## config.mk

```make
export PLATFORM = sky130hd
export DESIGN_NAME = pce_input_top
export DESIGN_NICKNAME = d
export VERILOG_FILES = /design/src/pce_pad_pkg.sv /design/src/pce_mouse_pkg.sv /design/src/pad_autofire.sv /design/src/pad_port_scan.sv /design/src/pce_mouse_port.sv /design/src/pce_input_top.sv
export SDC_FILE = /design/constraint.sdc
export NUM_CORES = 1
export LEC_CHECK = 0
export BUFFER_PORTS_ARGS = -buffer_cell sky130_fd_sc_hd__buf_2
export CAP_MARGIN = 30
export CELL_PAD_IN_SITES_DETAIL_PLACEMENT = 0
export CELL_PAD_IN_SITES_GLOBAL_PLACEMENT = 1
export CORE_ASPECT_RATIO = 1.1
export CORE_MARGIN = 2
export CORE_UTILIZATION = 43
export DETAILED_ROUTE_END_ITERATION = 6
export PLACE_DENSITY_LB_ADDON = 0.1
export SYNTH_ARGS = -nofsm -noshare
export SYNTH_HDL_FRONTEND = slang
export SYNTH_SLANG_ARGS = --single-unit
```

## constraint.sdc

```tcl
create_clock -name clk_sys -period 2.8 [get_ports clk_sys]
set_clock_uncertainty 0.1 [all_clocks]
set_input_delay 0.28 -clock clk_sys [delete_from_list [all_inputs] [get_ports clk_sys]]
set_output_delay 0.28 -clock clk_sys [all_outputs]
set_load 0.05 [all_outputs]
```

## src/pce_pad_pkg.sv

```systemverilog
// Host joystick bits are active high; console nibbles are active low; ports 5 to 7 read as empty
package pce_pad_pkg;

	// Ports on the multitap
	localparam int NUM_PADS = 5;

	//////////////////////////////////////////////////////////////////////
	// Host joystick word
	//////////////////////////////////////////////////////////////////////

	typedef logic [11:0] host_joy_t;

	localparam int JOY_RIGHT  = 0;
	localparam int JOY_LEFT   = 1;
	localparam int JOY_DOWN   = 2;
	localparam int JOY_UP     = 3;
	localparam int JOY_B1     = 4;
	localparam int JOY_B2     = 5;
	localparam int JOY_SELECT = 6;
	localparam int JOY_RUN    = 7;
	localparam int JOY_B3     = 8;
	localparam int JOY_B4     = 9;
	localparam int JOY_B5     = 10;
	localparam int JOY_B6     = 11;

	//////////////////////////////////////////////////////////////////////
	// Console side
	//////////////////////////////////////////////////////////////////////

	// One nibble on the data lines, active low
	typedef logic [3:0] pad_nibble_t;

	// Four nibbles of one port, nibble 0 in the low bits
	typedef logic [15:0] pad_word_t;

	typedef logic [2:0] pad_port_t;

	// Repeated levels of button I (bit 0) and II (bit 1)
	typedef logic [1:0] turbo_bits_t;

	typedef enum logic [1:0] {
		PAD_2BTN,
		PAD_TURBO,
		PAD_6BTN
	} pad_mode_t;

	// Unpopulated tap slot, nibbles F F F 0
	localparam pad_word_t EMPTY_PORT_WORD = 16'h0FFF;

endpackage

```

## src/pce_mouse_pkg.sv

```systemverilog
// Mouse report follows the host strobe-toggle format; dx is negated on capture, dy is passed as is
package pce_mouse_pkg;

	// Host report, strobe in bit 24 toggles on every new sample
	typedef logic [24:0] mouse_report_t;

	localparam int MS_LEFT   = 0;
	localparam int MS_RIGHT  = 1;
	localparam int MS_DX_LSB = 8;
	localparam int MS_DY_LSB = 16;
	localparam int MS_STROBE = 24;

	typedef logic [7:0] mouse_delta_t;

	// Which motion nibble goes out next
	typedef logic [1:0] mouse_phase_t;

	// Motion nibble over button nibble
	typedef logic [7:0] mouse_byte_t;

	//////////////////////////////////////////////////////////////////////
	// Idle timeout
	//////////////////////////////////////////////////////////////////////

	localparam int MOUSE_IDLE_BITS   = 15;
	localparam int MOUSE_IDLE_CYCLES = 32767;

	typedef logic [MOUSE_IDLE_BITS-1:0] mouse_idle_t;

endpackage

```

## src/pad_autofire.sv

```systemverilog
// Turbo levels only change on a rising pad_clr; buttons III to VI of each port set the repeat rate
`timescale 1ns/1ps

module pad_autofire (
	input  logic                     clk_sys,
	input  logic                     reset,
	input  logic                     pad_clr,
	input  pce_pad_pkg::host_joy_t   joy_0,
	input  pce_pad_pkg::host_joy_t   joy_1,
	input  pce_pad_pkg::host_joy_t   joy_2,
	input  pce_pad_pkg::host_joy_t   joy_3,
	input  pce_pad_pkg::host_joy_t   joy_4,
	output pce_pad_pkg::turbo_bits_t turbo_0,
	output pce_pad_pkg::turbo_bits_t turbo_1,
	output pce_pad_pkg::turbo_bits_t turbo_2,
	output pce_pad_pkg::turbo_bits_t turbo_3,
	output pce_pad_pkg::turbo_bits_t turbo_4
);
	import pce_pad_pkg::*;

	host_joy_t   joy_arr [NUM_PADS];
	turbo_bits_t turbo_q [NUM_PADS];
	logic        clr_d;
	logic [3:0]  turbo_cnt;

	// III and IV repeat at the slow rate, V and VI at the fast one
	function automatic turbo_bits_t repeat_bits(host_joy_t joy, logic [3:0] cnt);
		turbo_bits_t bits;
		bits[0] = joy[JOY_B1] | (joy[JOY_B3] & cnt[2]) | (joy[JOY_B5] & cnt[1]);
		bits[1] = joy[JOY_B2] | (joy[JOY_B4] & cnt[2]) | (joy[JOY_B6] & cnt[1]);
		return bits;
	endfunction

	assign joy_arr = '{joy_0, joy_1, joy_2, joy_3, joy_4};

	always_ff @(posedge clk_sys) begin
		if (reset) begin
			clr_d     <= 1'b0;
			turbo_cnt <= '0;
			turbo_q   <= '{default: '0};
		end else begin
			clr_d <= pad_clr;
			if (pad_clr && !clr_d) begin
				turbo_cnt <= turbo_cnt + 4'd1;
				// Sampled with the count from before this pulse
				for (int i = 0; i < NUM_PADS; i++) begin
					turbo_q[i] <= repeat_bits(joy_arr[i], turbo_cnt);
				end
			end
		end
	end

	assign turbo_0 = turbo_q[0];
	assign turbo_1 = turbo_q[1];
	assign turbo_2 = turbo_q[2];
	assign turbo_3 = turbo_q[3];
	assign turbo_4 = turbo_q[4];

endmodule

```

## src/pad_port_scan.sv

```systemverilog
// pad_data is registered and reads 0 while clear is high; the port only steps with multitap_en set
`timescale 1ns/1ps

module pad_port_scan (
	input  logic                     clk_sys,
	input  logic                     reset,
	input  logic                     pad_sel,
	input  logic                     pad_clr,
	input  pce_pad_pkg::pad_mode_t   pad_mode,
	input  logic                     multitap_en,
	input  logic                     mouse_en,
	input  pce_pad_pkg::host_joy_t   joy_0,
	input  pce_pad_pkg::host_joy_t   joy_1,
	input  pce_pad_pkg::host_joy_t   joy_2,
	input  pce_pad_pkg::host_joy_t   joy_3,
	input  pce_pad_pkg::host_joy_t   joy_4,
	input  pce_pad_pkg::turbo_bits_t turbo_0,
	input  pce_pad_pkg::turbo_bits_t turbo_1,
	input  pce_pad_pkg::turbo_bits_t turbo_2,
	input  pce_pad_pkg::turbo_bits_t turbo_3,
	input  pce_pad_pkg::turbo_bits_t turbo_4,
	input  pce_mouse_pkg::mouse_byte_t mouse_byte,
	output pce_pad_pkg::pad_nibble_t pad_data
);
	import pce_pad_pkg::*;
	import pce_mouse_pkg::*;

	host_joy_t   joy_arr   [NUM_PADS];
	turbo_bits_t turbo_arr [NUM_PADS];
	pad_word_t   port_word [NUM_PADS];
	pad_word_t   sel_word;
	pad_port_t   port;
	logic        bank;
	logic        clr_d;
	logic        sel_d;
	logic        sel_rise;
	logic        use_turbo;

	//////////////////////////////////////////////////////////////////////
	// Pad word encoding
	//////////////////////////////////////////////////////////////////////

	// Nibble 3 is all zero, which marks a 6-button pad on the high bank
	function automatic pad_word_t encode_pad(host_joy_t joy, turbo_bits_t turbo,
		logic turbo_on);
		turbo_bits_t btn;
		pad_word_t   word;
		btn = turbo_on ? turbo : {joy[JOY_B2], joy[JOY_B1]};
		word = ~{4'hF,
			joy[JOY_B6], joy[JOY_B5], joy[JOY_B4], joy[JOY_B3],
			joy[JOY_LEFT], joy[JOY_DOWN], joy[JOY_RIGHT], joy[JOY_UP],
			joy[JOY_RUN], joy[JOY_SELECT], btn[1], btn[0]};
		return word;
	endfunction

	assign joy_arr   = '{joy_0, joy_1, joy_2, joy_3, joy_4};
	assign turbo_arr = '{turbo_0, turbo_1, turbo_2, turbo_3, turbo_4};
	assign use_turbo = (pad_mode == PAD_TURBO);

	always_comb begin
		for (int i = 0; i < NUM_PADS; i++) begin
			port_word[i] = encode_pad(joy_arr[i], turbo_arr[i], use_turbo);
		end
		// Mouse replaces the pad on the first port
		if (mouse_en) begin
			port_word[0] = {mouse_byte, mouse_byte};
		end
	end

	always_comb begin
		if (port < NUM_PADS) begin
			sel_word = port_word[port];
		end else begin
			sel_word = EMPTY_PORT_WORD;
		end
	end

	//////////////////////////////////////////////////////////////////////
	// Port counter, bank and output latch
	//////////////////////////////////////////////////////////////////////

	assign sel_rise = pad_sel && !sel_d;

	always_ff @(posedge clk_sys) begin
		if (reset) begin
			clr_d    <= 1'b0;
			sel_d    <= 1'b0;
			port     <= '0;
			bank     <= 1'b0;
			pad_data <= '0;
		end else begin
			clr_d <= pad_clr;
			sel_d <= pad_sel;
			if (pad_clr) begin
				pad_data <= '0;
				port     <= '0;
				// Each new clear flips between the two button banks
				if (pad_mode == PAD_6BTN && !clr_d) begin
					bank <= ~bank;
				end
			end else begin
				pad_data <= sel_word[{bank, pad_sel, 2'b00} +: 4];
				if (sel_rise && multitap_en) begin
					port <= port + 3'd1;
				end
			end
			// Other pad types never see the high bank
			if (pad_mode != PAD_6BTN) begin
				bank <= 1'b0;
			end
		end
	end

endmodule

```

## src/pce_mouse_port.sv

```systemverilog
// Motion is handed over only when a report restarts; a long low clear forces the next pulse to restart
`timescale 1ns/1ps

module pce_mouse_port (
	input  logic                         clk_sys,
	input  logic                         reset,
	input  logic                         pad_clr,
	input  pce_mouse_pkg::mouse_report_t ps2_mouse,
	input  pce_pad_pkg::host_joy_t       joy_0,
	output pce_mouse_pkg::mouse_byte_t   mouse_byte
);
	import pce_pad_pkg::*;
	import pce_mouse_pkg::*;

	mouse_delta_t raw_x;
	mouse_delta_t raw_y;
	mouse_delta_t rep_x;
	mouse_delta_t rep_y;
	mouse_phase_t phase;
	mouse_idle_t  idle_cnt;
	logic         clr_d;
	logic         stb_d;
	logic [3:0]   motion;
	logic [3:0]   buttons;

	//////////////////////////////////////////////////////////////////////
	// Capture, phase and idle timeout
	//////////////////////////////////////////////////////////////////////

	always_ff @(posedge clk_sys) begin
		if (reset) begin
			clr_d    <= 1'b0;
			stb_d    <= 1'b0;
			raw_x    <= '0;
			raw_y    <= '0;
			rep_x    <= '0;
			rep_y    <= '0;
			phase    <= '0;
			idle_cnt <= '0;
		end else begin
			clr_d <= pad_clr;
			stb_d <= ps2_mouse[MS_STROBE];

			if (pad_clr) begin
				idle_cnt <= '0;
			end else if (idle_cnt != mouse_idle_t'(MOUSE_IDLE_CYCLES)) begin
				idle_cnt <= idle_cnt + 1'b1;
			end

			// Console gave up on the report, restart on the next pulse
			if (idle_cnt == mouse_idle_t'(MOUSE_IDLE_CYCLES)) begin
				phase <= 2'd3;
			end

			if (pad_clr && !clr_d) begin
				phase <= phase + 2'd1;
				if (phase == 2'd3) begin
					rep_x <= raw_x;
					rep_y <= raw_y;
					raw_x <= '0;
					raw_y <= '0;
				end
			end

			// A fresh host sample wins over the clear above
			if (stb_d != ps2_mouse[MS_STROBE]) begin
				raw_x <= 8'd0 - ps2_mouse[MS_DX_LSB +: 8];
				raw_y <= ps2_mouse[MS_DY_LSB +: 8];
			end
		end
	end

	//////////////////////////////////////////////////////////////////////
	// Output byte
	//////////////////////////////////////////////////////////////////////

	always_comb begin
		case (phase)
			2'd0:    motion = rep_x[7:4];
			2'd1:    motion = rep_x[3:0];
			2'd2:    motion = rep_y[7:4];
			default: motion = rep_y[3:0];
		endcase
	end

	// Run and select still come from the pad
	assign buttons = ~{joy_0[JOY_RUN], joy_0[JOY_SELECT],
		ps2_mouse[MS_LEFT], ps2_mouse[MS_RIGHT]};

	assign mouse_byte = {motion, buttons};

endmodule

```

## src/pce_input_top.sv

```systemverilog
// Pad lines are sampled on clk_sys without a synchronizer; pad_data settles two edges after a change
`timescale 1ns/1ps

module pce_input_top (
	input  logic                         clk_sys,
	input  logic                         reset,
	input  logic                         pad_sel,
	input  logic                         pad_clr,
	input  pce_pad_pkg::pad_mode_t       pad_mode,
	input  logic                         multitap_en,
	input  logic                         mouse_en,
	input  pce_pad_pkg::host_joy_t       joy_0,
	input  pce_pad_pkg::host_joy_t       joy_1,
	input  pce_pad_pkg::host_joy_t       joy_2,
	input  pce_pad_pkg::host_joy_t       joy_3,
	input  pce_pad_pkg::host_joy_t       joy_4,
	input  pce_mouse_pkg::mouse_report_t ps2_mouse,
	output pce_pad_pkg::pad_nibble_t     pad_data
);
	import pce_pad_pkg::*;
	import pce_mouse_pkg::*;

	turbo_bits_t turbo_0;
	turbo_bits_t turbo_1;
	turbo_bits_t turbo_2;
	turbo_bits_t turbo_3;
	turbo_bits_t turbo_4;
	mouse_byte_t mouse_byte;

	pad_autofire u_autofire (
		.clk_sys (clk_sys),
		.reset   (reset),
		.pad_clr (pad_clr),
		.joy_0   (joy_0),
		.joy_1   (joy_1),
		.joy_2   (joy_2),
		.joy_3   (joy_3),
		.joy_4   (joy_4),
		.turbo_0 (turbo_0),
		.turbo_1 (turbo_1),
		.turbo_2 (turbo_2),
		.turbo_3 (turbo_3),
		.turbo_4 (turbo_4)
	);

	pce_mouse_port u_mouse (
		.clk_sys    (clk_sys),
		.reset      (reset),
		.pad_clr    (pad_clr),
		.ps2_mouse  (ps2_mouse),
		.joy_0      (joy_0),
		.mouse_byte (mouse_byte)
	);

	pad_port_scan u_scan (
		.clk_sys     (clk_sys),
		.reset       (reset),
		.pad_sel     (pad_sel),
		.pad_clr     (pad_clr),
		.pad_mode    (pad_mode),
		.multitap_en (multitap_en),
		.mouse_en    (mouse_en),
		.joy_0       (joy_0),
		.joy_1       (joy_1),
		.joy_2       (joy_2),
		.joy_3       (joy_3),
		.joy_4       (joy_4),
		.turbo_0     (turbo_0),
		.turbo_1     (turbo_1),
		.turbo_2     (turbo_2),
		.turbo_3     (turbo_3),
		.turbo_4     (turbo_4),
		.mouse_byte  (mouse_byte),
		.pad_data    (pad_data)
	);

endmodule

```

==> flow_metrics.env <==
export IMPL_regToRegSetupSlack_ns=0.51
export IMPL_synthTopCellsByCount="dfxtp_1, nand2_1, nor2_1"
export IMPL_seq_area_sq_mm=0.00146
export IMPL_endpoint="u_scan.pad_data[3]"
export IMPL_p_sw_share_pct=26.9
export IMPL_detail_route_antenna_nets=0
export IMPL_initial_core_util_pct=44.1
export IMPL_netlist_area_sq_mm=0.00391
export IMPL_grt_start_max_net_pins=52
export IMPL_hold_path_class="in2reg"
export IMPL_final_area_sq_mm=0.00464
export IMPL_slew_headroom_pct=48.2
export IMPL_drive_above_1_share_pct=27.4
export IMPL_power_density_mw_per_mm2=500
export IMPL_endpoint_kind="flop"
export IMPL_hpwl_mm=7.54
export IMPL_grt_overflow=0
export IMPL_critPathLaunch="u_scan.port[1]"
export IMPL_cp_max_fo=16
export IMPL_clock_fmax_mhz=436
export IMPL_worstMarginPinSlew_ns=0.776
export IMPL_p_clk_share_pct=38.0
export IMPL_vias=3565
export IMPL_nets=625
export IMPL_insertion_delay_ns=0.34
export IMPL_synth_edff_count=0
export IMPL_r2r_start="u_scan.port[1]"
export IMPL_hold_viol=0
export IMPL_timing_rr_end="u_scan.pad_data[3]"
export IMPL_cts_buffers=9
export IMPL_rows=36
export IMPL_grt_usage_pct=21.7
export IMPL_worst_path_buf_inv=0
export IMPL_cts_htree_levels=3
export IMPL_fin_util_pct=52.3
export IMPL_cts_sinks=73
export IMPL_p_comb_share_pct=14.1
export IMPL_syn_num_nets=545
export IMPL_period_share_pct=81.9
export IMPL_io_buffer_count=90
export IMPL_die_w_microns=94.9
export IMPL_cts_max_path_buffers=2
export IMPL_path_class="reg2reg"
export IMPL_p_sw_uw=623
export IMPL_cts_resized=0
export IMPL_start_kind="flop"
export IMPL_drt_iter0_drc=150
export IMPL_grt_pass1_vias=3593
export IMPL_dpl_cell_area_sq_mm=0.00443
export IMPL_drt_pass1_iterations=4
export IMPL_hold_ws_ns=0.0293
export IMPL_die_height_microns=104
export IMPL_worst_path_max_delay_cell="dfxtp_1"
export IMPL_critPathMaxStageDelay_ns=0.83
export IMPL_synth_area_leaders="dfxtp_1, nand2_1, nor2_1"
export IMPL_outcome="finished, final reports clean"
export IMPL_die_area_sq_mm=0.00987
export IMPL_syn_area_per_cell_sq_um=8.81
export IMPL_ys_flop_type="dfxtp_1"
export IMPL_areaGrowthSynthToFinish_pct=18.7
export IMPL_multi_input_area_sq_mm=0.00228
export IMPL_viasPerCell=5.54
export IMPL_synth_seq_cells=73
export IMPL_cp_cell_sequence="mux4_1 -> a221oi_1 -> nor2_1 -> o21ai_0 -> o211a_1"
export IMPL_fin_setup_tns_ns=0
export IMPL_cts_tree="done"
export IMPL_worst_path_stages=5
export IMPL_fill_cells=878
export IMPL_yosysWarningCount=0
export IMPL_routedWlPerCell_microns=15.9
export IMPL_gp_congestion=0.868
export IMPL_cts_root_buf="clkbuf_8"
export IMPL_reg2regPathDepth=5
export IMPL_seq_power_share_pct=47.9
export IMPL_post_route_drc_count=0
export IMPL_cts_hold_buf=0
export IMPL_io_pins=97
export IMPL_synth_top_area_share_pct=37.4
export IMPL_fin_crit_ns=2.29
export IMPL_peakVddDrop_v=0.000276
export IMPL_required_ns=2.98
export IMPL_final_setup_viol_count=0
export IMPL_p_leak_uw=0.00180
export IMPL_wl_mm=10.2
export IMPL_worstPathArrival_ns=2.48
export IMPL_antenna_found_initial=0
export IMPL_intPower_uw=1700
export IMPL_grt_pass1_wl_mm=17.2
export IMPL_critical_path_top_delay_family="flip-flops"
export IMPL_yosysMostFrequentCell="dfxtp_1"
export IMPL_async_flop_share_pct=0
export IMPL_synth_cells=444
export IMPL_slew_viol_final=0
export IMPL_core_area_sq_mm=0.00887
export IMPL_yosysUniqueCellTypes=66
export IMPL_clk_pin_slew_ns=0.08
export IMPL_post_cts_buffers=0
export IMPL_yosysSeqAreaShare_pct=37.4
export IMPL_synth_top_cell_by_area="dfxtp_1"
export IMPL_rsz0062_at_grt="no"
export IMPL_drv_cap=0
export IMPL_diodes=0
## area by class of cell
type / instances / share of cell area [%]
Clock buffer: 11 / 3.26
Clock inverter: 5 / 1.32
Inverter: 9 / 0.728
Multi-Input combinational cell: 333 / 49.1
Sequential cell: 73 / 31.5
Tap cell: 114 / 3.07
Timing Repair Buffer: 98 / 11.0
## layer usage
metal	vias up	routed length (microns)	global-route usage [%]
li1	1810	-	-
met1	1642	4860	30.4
met2	101	4650	33.9
met3	12	608	3.84
met4	0	126	6.42
met5	-	0	0
## registers in the layout (all words and copies together) (netlist names), 3 cells and up
register,cells
u_autofire.turbo_cnt,3
u_mouse.idle_cnt,15
u_mouse.raw_x,8
u_mouse.raw_y,8
u_mouse.rep_x,8
u_mouse.rep_y,8
u_scan.pad_data,4
u_scan.port,3
## placed cells by master, fill, tap and decap left out, types with 3 or more instances in the layout
cell        count
dfxtp_1        73
or3_1           5
nor2_1         47
o21ai_0        13
o211ai_1        4
a211oi_1       13
ha_1            8
a221o_1         4
mux2_2         12
buf_2          90
a221oi_1       11
nand3_1         5
o2111ai_1       4
o221ai_1        4
a21boi_0        3
mux2i_1         9
xor2_1          7
buf_4           8
nand4_1         3
xnor2_1         9
clkbuf_8       11
nand2_1        48
nand2b_1        7
nor3_1          6
clkinvlp_4      3
a21oi_1        27
inv_1           8
nor2b_1         9
a31oi_1         5
o31ai_1         3
a22oi_1        21
## through the flow
step	setup WS (ns)	instances	total power, uW
6_report	0.508	643	2320
5_1_grt	0.327	643	2440
4_1_cts	0.515	643	2340
3_5_place_dp	0.546	627	1460
3_3_place_gp	0.524	627	1460
2_1_floorplan	1.11	444	1330
## cell families (layout without fill, tap and decap cells)
logic type	count (synthesis)	after routing	synth area share (%)
mux	25	25	8.26
simple gates	151	151	18.9
flops	73	73	37.4
fa+ha+maj	8	8	2.56
compound gates	133	133	25.0
buf+inv	38	123	4.35
xor+xnor	16	16	3.58
## how the worst min path moves through the flow
stage,to,depth (start not counted),from,slack [ns]
5_1_grt,u_scan.bank,2,pad_mode[0],0.03
6_report,u_scan.bank,2,pad_mode[0],0.03
3_3_place_gp,u_mouse.rep_y[3],2,u_mouse.rep_y[3],0.34
4_1_cts,u_scan.bank,2,pad_mode[0],0.03
3_5_place_dp,u_mouse.rep_x[4],2,u_mouse.rep_x[4],0.35
2_1_floorplan,u_scan.bank,1,pad_mode[0],0.26
## power by group through the flow
stage / Sequential, uW / Combinational, uW / Clock (uW)
floorplan: 1130 / 200 / 0
global placement: 1130 / 323 / 0
detailed placement: 1130 / 327 / 0
CTS: 1110 / 329 / 903
global route: 1120 / 368 / 954
finish: 1110 / 328 / 881
Power figures use the tool's default switching activity.
